`src/include/char_params.svh`:
```
//####################################################################
// Video geometry, character RAM size and table bases for the text layer
// Include wherever one of these constants is needed
//####################################################################
`ifndef CHAR_PARAMS_SVH
`define CHAR_PARAMS_SVH

`define CHAR_VRAM_AW      11      // 2K words of 16 bits
`define CHAR_H_TOTAL      384     // Pixels per line incl. blanking
`define CHAR_V_TOTAL      262     // Lines per frame
`define CHAR_H_ACTIVE     320
`define CHAR_V_ACTIVE     224
`define CHAR_ROW_SLOT     8       // hdump[8:4] of the row scroll read
`define CHAR_ROWSCR_BASE  5'h1f   // Top address bits of row scroll table
`define CHAR_COLSCR_BASE  5'h1e   // Top address bits of column scroll table
`define CHAR_PXL_LAG      16      // Tile fetch to pixel output, in pixels
`define CHAR_FLIP_OFFSET  9'ha3   // Horizontal position reflection

`endif

```
`src/hdl/vram_bus_pkg.sv`:
```
//####################################################################
// Types for the shared character RAM bus
// Used by the CPU port and the arbiter
//####################################################################
`default_nettype none

package vram_bus_pkg;

    typedef enum logic [1:0] {
        OP_READ  = 2'd0,
        OP_WRITE = 2'd1
    } vram_op_t;

    // Owner of the last RAM cycle
    typedef enum logic [1:0] {
        ARB_IDLE  = 2'd0,
        ARB_VIDEO = 2'd1,
        ARB_CPU   = 2'd2
    } arb_state_t;

endpackage

`default_nettype wire

```
`src/hdl/cpu_vram_port.sv`:
```
//####################################################################
// CPU side of the character RAM
// Holds an access until granted and ends it with one ok pulse
//####################################################################
`timescale 1ns/10ps
`default_nettype none
`include "char_params.svh"

module cpu_vram_port (
    input  wire                           clk,
    input  wire                           rst,
    input  wire                           char_cs,
    input  wire  [11:1]                   addr,
    input  wire  [15:0]                   din,
    input  wire  [1:0]                    dsn,
    output logic [15:0]                   dout,
    output logic                          ok,
    output logic                          cpu_req,
    output vram_bus_pkg::vram_op_t        cpu_op,
    output logic [`CHAR_VRAM_AW-1:0]      cpu_addr,
    output logic [15:0]                   cpu_wdata,
    output logic [1:0]                    cpu_be,
    input  wire                           cpu_gnt,
    input  wire  [15:0]                   ram_q
);
    import vram_bus_pkg::*;

    logic       done;       // Served, waits for char_cs low
    logic       wr_flag;
    arb_state_t owner;      // ARB_CPU while read data returns

    assign wr_flag   = dsn != 2'b11;    // Any lane strobe means write
    assign cpu_op    = wr_flag ? OP_WRITE : OP_READ;
    assign cpu_req   = char_cs && !done;
    assign cpu_addr  = addr;
    assign cpu_wdata = din;
    assign cpu_be    = ~dsn;

    always_ff @(posedge clk or posedge rst) begin
        if (rst) begin
            done  <= 1'b0;
            ok    <= 1'b0;
            owner <= ARB_IDLE;
        end else begin
            ok    <= cpu_gnt && cpu_op == OP_WRITE;    // Write done at grant
            owner <= (cpu_gnt && cpu_op == OP_READ) ? ARB_CPU : ARB_IDLE;
            if (owner == ARB_CPU)
                ok <= 1'b1;                          // Read data captured
            if (!char_cs)
                done <= 1'b0;
            else if (cpu_gnt)
                done <= 1'b1;
        end
    end

    always_ff @(posedge clk) begin
        if (owner == ARB_CPU)
            dout <= ram_q;
    end

    // A waiting request holds still and no read is in flight
    a_req_stable: assert property (@(posedge clk) disable iff (rst)
        (cpu_req && !cpu_gnt) |=>
        cpu_req && $stable(cpu_addr) && $stable(cpu_op) && owner == ARB_IDLE);

endmodule

`default_nettype wire

```
`config.mk`:
```
export PLATFORM = sky130hd
export DESIGN_NAME = cpu_vram_port
export DESIGN_NICKNAME = d
export VERILOG_FILES = /design/src/hdl/vram_bus_pkg.sv /design/src/hdl/cpu_vram_port.sv
export VERILOG_INCLUDE_DIRS = /design/src /design/src/include
export SDC_FILE = /design/constraint.sdc
export NUM_CORES = 1
export LEC_CHECK = 0
export BUFFER_PORTS_ARGS = -buffer_cell sky130_fd_sc_hd__buf_2
export CAP_MARGIN = 20
export CORE_MARGIN = 5
export CORE_UTILIZATION = 30
export DETAILED_ROUTE_END_ITERATION = 16
export HOLD_SLACK_MARGIN = 0.12
export PLACE_DENSITY_LB_ADDON = 0.05
export SYNTH_ARGS = -nofsm -noshare
export SYNTH_HDL_FRONTEND = slang
export SYNTH_SLANG_ARGS = --single-unit
export TNS_END_PERCENT = 20
```
`constraint.sdc`:
```
create_clock -name clk -period 2.35 [get_ports clk]
set_input_delay 0.1175 -clock clk [delete_from_list [all_inputs] [get_ports clk]]
set_output_delay 0.1175 -clock clk [all_outputs]
set_load 0.03 [all_outputs]
```
# ---- After elaboration in Yosys (flattened, before gate mapping)
# Cells that the tools add are included.
dict set report totals {
  register_bits 20
  output_inout_bits 49
  wordCells 19
  input_bits 49
}
dict set report classes {
  n_reduce_logical 5
  n_eq_ne 4
  mux 5
  bitwise 1
}
# cell n
set op_table {}
lappend op_table {{1-bit 2-to-1 mux} 4}
lappend op_table {{1-bit logical AND} 3}
lappend op_table {{2-bit == test (second input constant)} 1}
lappend op_table {{2-bit logical NOT} 1}
lappend op_table {{2-bit 2-to-1 mux} 1}
lappend op_table {{2-bit by 1-bit != test with 1-bit output (second input constant)} 1}
lappend op_table {{2-bit != test (second input constant)} 1}
lappend op_table {{2-bit NOT} 1}
lappend op_table {{1-bit == test (second input constant)} 1}
lappend op_table {{1-bit logical NOT} 1}

# ---- Depth between registers and ports, before layout
# Gate-level depths: netlist of the first run.
dict set report logic_depth {
  ltp_word 5
  depth_mapped 2
}

# ---- Worst setup path before layout of the first run
# OpenSTA, ideal clock, no wires.
dict set report synth_timing {
  kind {reg2reg}
  startpoint {register owner[1]}
  endpoint {register dout[0], enable pin}
  arrival_ns 0.628
  path_stages_with_launch 1
  setup_time_ns 0.372
  slack_ns 1.350
  path_cell_list {dfrtp_1}
}
dict set report synth_via {
  elab_chain_cells 1
}
# item line_no
set synth_lines {}
lappend synth_lines {{start: declaration} cpu_vram_port.sv:30} ;# arb_state_t owner;
lappend synth_lines {{start signal: assignment} cpu_vram_port.sv:46} ;# owner <= (cpu_gnt && cpu_op == OP_READ) ? ARB_CPU : ARB_IDLE;
lappend synth_lines {{2-bit == test} cpu_vram_port.sv:57} ;# if (owner == ARB_CPU)
lappend synth_lines {{end signal: assignment} cpu_vram_port.sv:58} ;# dout <= ram_q;
lappend synth_lines {{end: declaration} cpu_vram_port.sv:16} ;# output logic [15:0] dout,
# No other way between the ends.
# A chain may end at the register's enable or synchronous reset.

# ---- Final worst setup path of the first run
dict set report layout_timing {
  startpoint {input cpu_gnt}
  endpoint {register owner[1]}
}
dict set report layout_via {
  elab_chain_cells 2
}
# item line_no
set layout_lines {}
lappend layout_lines {{start: declaration} cpu_vram_port.sv:23} ;# input wire cpu_gnt,
lappend layout_lines {{1-bit logical AND} cpu_vram_port.sv:46}
lappend layout_lines {{2-bit 2-to-1 mux} cpu_vram_port.sv:46}
# No other way between the ends.

==> summary.txt, run 1 <==
Worst R2R End -> done
Finished Cell Area -> 1100 um^2
Crit path DAT -> 1.53 ns
Die W -> 62.3 um
Placed instance area -> 852 um^2
Yosys reg bits -> 19
Clk_skew -> 0.00537 ns
Hold Crit Class -> in -> reg
Synth Warn # -> 0
CP top delay family -> buffers and inverters
Final ANT Viol Nets -> 0
Die area -> 3880 um^2
Fin. max-slew vios -> 0
Critical Path Max Stage Delay -> 0.54 ns
Sequential Power Share -> 60.6%
PortBufs -> 42
Syn Area/Cell -> 14.4 um^2
Sw Pwr -> 0.000144 W
Critical R2R Launch -> done
CTS max path bufs -> 2
H-tree levels -> 1
Clock share of power -> 24.9%
Worst-path clk slew -> 0.10 ns
Most frequent cells in the layout -> buf_2 (42), dlygate4sd3_1 (22), edfxtp_1 (16)
Setup CP Type -> in -> reg
R2r setup slk -> 1.13 ns
Final setup viols -> 0
Pwr/cell area -> 578 nW/um^2
First-pass GRT wire length -> 2560 um
Combinational share of power -> 14.5%
Sw Share -> 22.7%
CP endpoint kind -> register
CP cell instances -> dlygate4sd3_1 > buf_2 > and3_2 > dlygate4sd3_1
Status -> finished, final reports clean
Most common cell after layout, fill and taps aside -> buf_2
Hold Path Sink -> ok
Leak -> 0.498 nW
Slowest CP cell -> dlygate4sd3_1
1st-pass router iterations -> 2
N_diodes -> 0
Fin nets -> 146
Root Buffer -> clkbuf_4
Post-Route WL -> 1570 um
Hold Crit Start -> dsn[0]
CTS Hold Buffers Added -> 22
Die height -> 62.3 um
Residual DRC count -> 0
Drt first-iter violations -> 9
CP Launch Type -> primary input
Share of layout cells above drive strength 1 -> 47.9%
Min Clock Period, post-route -> 1.35 ns
Syn Inst Count -> 57
IO Pins -> 98
Worst vdd ir -> 239 uV
Total track usage -> 8.29%
Final period utilization -> 57.5%
Fmax -> 739 MHz
Most used cell, CP -> dlygate4sd3_1
CP startpoint -> cpu_gnt
Worst r2r path cells -> 2
Sinks on Clock Net -> 19
Vias in the first global route -> 514
Syn nets -> 106
Congestion Overflow GR -> 0
Hold path cells -> 3
Synthesis-to-layout area growth -> 33.8%
Fillcell total -> 258
Least-Margin Pin Slew -> 0.693 ns
DR vias/cell -> 3.98
Initial antenna violation count -> 0
Mapped Area -> 821 um^2
Worst hold margin -> 0.153 ns
P_int -> 0.000491 W
Postcts setup bufs -> 0
WP buf/inv -> 3
Clk_lat worst skew -> 0.29 ns
Sequential fraction of the synthesis area -> 67.7%
Max Fanout on Critical Path -> 3
Core Footprint -> 2690 um^2
Finished Core Util -> 40.9%
Critical Path RT -> 2.53 ns
Fin Setup TNS -> 0 ns
Largest net degree at the start of global routing -> 18
Max-Cap Viols -> 0
Starting Density -> 30.6%
Total via count in the routed design -> 506
TritonCTS clock tree -> yes
Routed len/inst -> 12.3 um
RSZ-0062 raised after global routing -> no
Post-CTS sizing -> 0
Hold Vio Cnt, Final -> 0
Gpl congestion -> 0.621
Post-synth cell types -> 10
Row Count -> 19
Tot Pwr -> 0.000635 W
CTS buffer count -> 3
Max-slew headroom -> 53.8%
synth_stat cells:
| master | instances | area, um^2 |
|---|---|---|
| inv_1 | 3 | 11.3 |
| dfrtp_1 | 3 | 75.1 |
| o21a_1 | 1 | 7.51 |
| a21o_1 | 1 | 7.51 |
| buf_4 | 29 | 218 |
| and3_2 | 1 | 7.51 |
| edfxtp_1 | 16 | 480 |
| nor2b_1 | 1 | 6.26 |
| nand2_1 | 1 | 3.75 |
| conb_1 | 1 | 3.75 |
worst reg2reg max path, stage by stage (launching register included):
cell,delay [ns]
dfrtp_1,0.39
o21a_1,0.18
dlygate4sd3_1,0.54
sequential cells by signal, indices dropped and copies added (netlist names):
name	flops
owner	1
ok	1
dout	16
done	1
cells by family (layout without fill, tap and decap cells):
family / after synthesis / after routing / share of synthesized area [%]
AO/OA/AOI/OAI: 2 / 2 / 1.83
buffers and inverters: 32 / 71 / 27.9
other: 1 / 1 / 0.457
flip-flops: 19 / 19 / 67.7
AND/OR/NAND/NOR: 3 / 3 / 2.13
how the worst max path moves through the flow:
stage                     to  slack, ns  cells after the start
finish              owner[1]        1.0                      4
global route        owner[1]       0.96                      4
CTS                 owner[1]       1.03                      4
detailed placement  dout[10]       1.19                      0
global placement    dout[10]       1.19                      0
floorplan            dout[0]       1.35                      0
metal layers:
metal,vias up,wire length [um],GRT usage [%]
met5,-,0,0
met4,0,21,5.04
met3,10,258,5.95
met2,41,673,11.7
met1,218,614,8.87
li1,237,-,-
per-stage QoR:
step	instances	worst slack, ns
after floorplan	57	1.35
after global placement	101	1.19
after detailed placement	101	1.19
after CTS	127	1.03
after global routing	127	0.956
final	127	0.998
final cells by class:
cell class | instances | area [um^2] | area share, %
clock buffer | 4 | 26.3 | 2.39
tap | 31 | 38.8 | 3.53
sequential | 19 | 556 | 50.6
inverter | 3 | 11.3 | 1.03
timing repair buffer | 64 | 430 | 39.2
multi-input combinational | 6 | 36.3 | 3.30
power by group through the flow:
stage / Sequential (W) / Clock (W) / Combinational, W
after floorplan: 0.000410 / 0 / 0.000104
after detailed placement: 0.000392 / 0 / 0.0000653
after CTS: 0.000385 / 0.000171 / 0.0000932
after global placement: 0.000392 / 0 / 0.0000650
final: 0.000385 / 0.000158 / 0.0000923
after global routing: 0.000386 / 0.000186 / 0.000101
(Power assumes the default switching activity.)
==> inputs of run 2 (changes only) <==
Settings changed: ABC_AREA set to 1.
Clock period 2.35 ns to 1.3 ns, I/O delays scaled along.
==> run 2 against run 1 <==
Sequential power grew 79%. Power grew 81%. Critical path depth grew 2. Sequential share of layout area shrank 1.5 points. Largest power group unchanged. Routed wire length shrank 0.64%. Worst setup slack lost 0.92 ns. Design area grew 3.0%.
==> summary.txt, run 2 <==
Status -> finished, final reports clean
Largest Register -> dout
First-pass GRT wire length -> 2550 um
Top-area cell type share of the netlist area -> 58.0%
Syn nets -> 111
Max FFs per register -> 16
Total track usage -> 8.02%
Root Buffer -> clkbuf_4
Met3 Use GR -> 3.60%
Gpl congestion -> 0.572
Synth top area cells -> edfxtp_1 (58%), buf_4 (26%), dfrtp_1 (9.1%)
Die area -> 3910 um^2
Final period utilization -> 94.2%
Initial antenna violation count -> 0
RSZ-0062 raised after global routing -> no
Total via count in the routed design -> 533
Final ANT Viol Nets -> 0
Fin. max-slew vios -> 0
Met1 Resource Use GR -> 7.96%
N_diodes -> 0
1st-pass router iterations -> 3
Clk_lat worst skew -> 0.28 ns
Setup CP Type -> in -> reg
Residual DRC count -> 0
Fin Setup TNS -> 0 ns
Hold Crit Class -> in -> out
Crit path DAT -> 1.41 ns
TritonCTS clock tree -> yes
Async set-reset flop share out of synthesis -> 15.8%
Syn Inst Count -> 62
CP Launch Type -> primary input
Most common cell in the netlist -> buf_4
Critical Path RT -> 1.49 ns
Cell taking the most area after synthesis -> edfxtp_1
Final setup viols -> 0
Fmax -> 817 MHz
Worst vdd ir -> 510 uV
Post-synth cell types -> 8
Share of layout cells above drive strength 1 -> 46.2%
Die W -> 62.5 um
Largest net degree at the start of global routing -> 11
Synthesis-to-layout area growth -> 36.6%
CTS buffer count -> 3
Post-synth EDFFs -> 16
Synthesized-area fraction occupied by xor and xnor cells -> 0%
Core Footprint -> 2710 um^2
CP endpoint kind -> register
Row Count -> 19
Sinks on Clock Net -> 19
Fin nets -> 154
Post-synthesis mux area share -> 0%
CTS max path bufs -> 2
Syn Area/Cell -> 13.4 um^2
Max Fanout on Critical Path -> 3
Post-synthesis compound-gate area fraction -> 0%
Synth cell count leaders -> buf_4 (29), edfxtp_1 (16), inv_1 (6), nor2_1 (4), dfrtp_1 (3)
Max-Cap Viols -> 0
Congestion Overflow GR -> 0
Most frequent cells in the layout -> buf_2 (42), dlygate4sd3_1 (23), edfxtp_1 (16)
Synth Warn # -> 0
Largest family of logic cells by synthesized area -> buffers and inverters
Pwr/cell area -> 1020 nW/um^2
Synth Area in Simple Gates -> 3.47%
Synth Area in Adders -> 0%
Drt first-iter violations -> 5
Worst-path clk slew -> 0.10 ns
Clk_skew -> 0.00491 ns
DR vias/cell -> 3.95
Tot Pwr -> 0.00115 W
Starting Density -> 30.6%
Yosys reg bits -> 19
Routed len/inst -> 11.5 um
PortBufs -> 42
Top Usage Layer GRT -> met2
IO Pins -> 98
Most common cell after layout, fill and taps aside -> buf_2
H-tree levels -> 1
DP HPWL -> 1200 um
Min Clock Period, post-route -> 1.22 ns
Sequential fraction of the synthesis area -> 67.1%
Mapped Area -> 828 um^2
Met2 Use GR -> 12.6%
CTS Hold Buffers Added -> 23
Most used DFF post-synth -> edfxtp_1
Post-Route WL -> 1560 um
Postcts setup bufs -> 0
Vias in the first global route -> 555
Post-CTS sizing -> 0
Die height -> 62.5 um
Leak -> 0.523 nW
Hold Vio Cnt, Final -> 0
[run 2: final timing paths]
kind                       startpoint     endpoint  slack, ns  cells after the start
setup / recovery               dsn[1]           ok       0.08                      6
hold / removal                addr[4]  cpu_addr[3]       0.13                      0
setup reg to reg                 done         done       0.12                      3
hold reg to reg              owner[1]           ok       0.62                      2
max in group asynchronous         rst     owner[1]       1.00                      3
min in group asynchronous         rst         done       0.17                      3
[run 2: where the power goes]
| group | internal (W) | total, W | leakage, nW | switching (W) |
|---|---|---|---|---|
| registers | 0.000683 | 0.000690 | 0.185 | 0.00000682 |
| logic | 0.0000891 | 0.000179 | 0.323 | 0.0000895 |
| clock network | 0.000119 | 0.000281 | 0.0150 | 0.000162 |
[run 2: layer usage]
| metal | vias to the layer above | part of all wire (%) | wire length (um) |
|---|---|---|---|
| li1 | 250 | - | - |
| met1 | 238 | 36 | 562 |
| met2 | 37 | 48 | 747 |
| met3 | 8 | 13 | 199 |
| met4 | 0 | 3.1 | 48 |
| met5 | - | 0 | 0 |
[run 2: final cells by class]
cell class                 count  area, um^2
clock buffer                   4        26.3
fill                         285        1580
inverter                       6        22.5
multi-input combinational      8        32.5
sequential                    19         556
tap                           31        38.8
timing repair buffer          67         455
[run 2: cells by family after synthesis]
family / after synthesis
AND/OR/NAND/NOR: 7
buffers and inverters: 35
other: 1
flip-flops: 19
[run 2: critical path: stages]
cell	delay [ns]
dlygate4sd3_1	0.53
buf_2	0.12
nand2_2	0.05
dlygate4sd3_1	0.55
nand2_1	0.06
nand2_1	0.04
[run 2: through the flow]
stage               setup WS (ns)  std cells  hold WS [ns]  area (um^2)  utilization [%]
global placement            0.343        108       -0.0612          875             32.3
CTS                         0.103        135         0.130         1130             41.7
floorplan                   0.302         62        -0.181          828                -
global route               0.0171        135         0.130         1130             41.7
finish                     0.0760        135         0.130         1130             41.7
detailed placement          0.325        108       -0.0594          875             32.3
==> inputs of run 3 (changes only) <==
--- a/config.mk
+++ b/config.mk
@@ -16,2 +16,3 @@
 export PLACE_DENSITY_LB_ADDON = 0.05
+export SKIP_LAST_GASP = 1
 export SYNTH_ARGS = -nofsm -noshare
==> constraint.sdc (replaced) <==
create_clock -name clk -period 1.3 [get_ports clk]
set_input_delay 0.26 -clock clk [delete_from_list [all_inputs] [get_ports clk]]
set_output_delay 0.26 -clock clk [all_outputs]
set_load 0.03 [all_outputs]
==> run 3 against run 2 <==
Utilization shrank 6.2 points. Critical path type is now reg -> out. Highest routed layer unchanged. Critical path depth shrank 4. Register-to-register slack better by 0.36 ns. Routed wire length fell by 7.3%. Hold slack improved by 0.012 ns. Clock skew decreased by 0.00088 ns. Critical endpoint is now cpu_req. First-iteration DRC count grew 100%. Worst setup slack better by 0.029 ns.
==> summary.txt, run 3 (synthesis gave the netlist of run 2 again) <==
Status -> finished, final reports clean
Final setup viols -> 0
N_diodes -> 0
PortBufs -> 42
Fin Setup TNS -> 0 ns
Worst vdd ir -> 525 uV
Met3 Use GR -> 3.60%
Hold Crit Class -> in -> reg
Worst-path clk slew -> 0.10 ns
Crit path DAT -> 0.94 ns
Gpl congestion -> 0.623
Row Count -> 19
Core Footprint -> 2710 um^2
Fmax -> 837 MHz
IO Pins -> 98
Largest net degree at the start of global routing -> 11
Final ANT Viol Nets -> 0
TritonCTS clock tree -> yes
Postcts setup bufs -> 0
Fin. max-slew vios -> 0
CP endpoint kind -> output pin
Pwr/cell area -> 1160 nW/um^2
Synthesis-to-layout area growth -> 16.3%
Max Fanout on Critical Path -> 2
H-tree levels -> 1
Die W -> 62.5 um
Leak -> 0.450 nW
Post-Route WL -> 1440 um
Area of the multi-input gates -> 32.5 um^2
Most common cell after layout, fill and taps aside -> buf_2
Drt first-iter violations -> 10
Met2 Use GR -> 10.9%
DR vias/cell -> 3.98
Share of layout cells above drive strength 1 -> 55.2%
Max FFs per register -> 16
Critical Path RT -> 1.04 ns
Total track usage -> 7.42%
Clk_skew -> 0.00403 ns
Min Clock Period, post-route -> 1.20 ns
Clk_lat worst skew -> 0.28 ns
CTS max path bufs -> 2
Residual DRC count -> 0
Finished Core Util -> 35.5%
Routed len/inst -> 12.2 um
Die height -> 62.5 um
Max-Cap Viols -> 0
RSZ-0062 raised after global routing -> no
Initial antenna violation count -> 0
CTS buffer count -> 3
Most frequent cells in the layout -> buf_2 (41), edfxtp_1 (16), inv_1 (6), dlygate4sd3_1 (6), nor2_1 (4)
CP Launch Type -> register
Register area -> 556 um^2
1st-pass router iterations -> 2
Largest Register -> dout
Fin nets -> 137
Final period utilization -> 91.9%
Starting Density -> 30.6%
Vias in the first global route -> 475
Hold Vio Cnt, Final -> 0
Root Buffer -> clkbuf_4
Worst hold margin -> 0.142 ns
Met1 Resource Use GR -> 7.30%
Die area -> 3910 um^2
DP HPWL -> 1140 um
First-pass GRT wire length -> 2290 um
Congestion Overflow GR -> 0
Setup CP Type -> reg -> out
Fillcell total -> 282
Sinks on Clock Net -> 19
Top Usage Layer GRT -> met2
Total via count in the routed design -> 470
## run 3: cell types whose count changed in the layout (fill, tap and decap cells not counted)
cell / delta
dlygate4sd3_1: -17
buf_2: -1
buf_4: +1
## run 3: layout make-up
type / count / area share [%]
inverter: 6 / 2.34
multi-input combinational: 8 / 3.38
timing repair buffer: 50 / 29.9
clock buffer: 4 / 2.73
sequential: 19 / 57.7
tap: 31 / 4.03
## run 3: per-stage QoR
| stage | cell area (um^2) | setup WS (ns) | total power [W] | std cells |
|---|---|---|---|---|
| detailed placement | 875 | 0.371 | 0.000832 | 108 |
| CTS | 911 | 0.0295 | 0.00113 | 113 |
| global placement | 875 | 0.393 | 0.000831 | 108 |
| finish | 963 | 0.105 | 0.00111 | 118 |
| floorplan | 828 | 0.262 | 0.000930 | 62 |
| global route | 963 | 0.0118 | 0.00118 | 118 |
## run 3: worst max-delay path, cell delays in order, from the launching register on
cell     delay [ns]
dfrtp_1        0.39
nor2_1         0.10
buf_4          0.17
## run 3: power by group
group	internal (W)	switching (W)	total (W)
combinational	0.0000571	0.0000853	0.000142
sequential	0.000683	0.00000474	0.000688
clock	0.000119	0.000165	0.000284
total	0.000859	0.000255	0.00111
## run 3: what timing repair did
item,CTS,global route
endpoints found under the hold margin,3,5
resized for setup,0,2
setup endpoints to repair,0,1
hold buffers,1,5
## run 3: per-layer routing
metal	share of wire (%)	vias up
met2	46	37
met3	15	8
met4	3.3	0
li1	-	217
met5	0	-
met1	36	208
## run 3: final timing paths
| path | startpoint | end | slack [ns] | cells past startpoint |
|---|---|---|---|---|
| worst min-delay path | ram_q[8] | dout[8] | 0.14 | 1 |
| min in group asynchronous | rst | done | 0.37 | 3 |
| max in group asynchronous | rst | owner[1] | 0.81 | 3 |
| worst min register to register | done | done | 0.52 | 2 |
| worst max-delay path | done | cpu_req | 0.10 | 2 |
| worst max register to register | owner[1] | dout[7] | 0.48 | 1 |
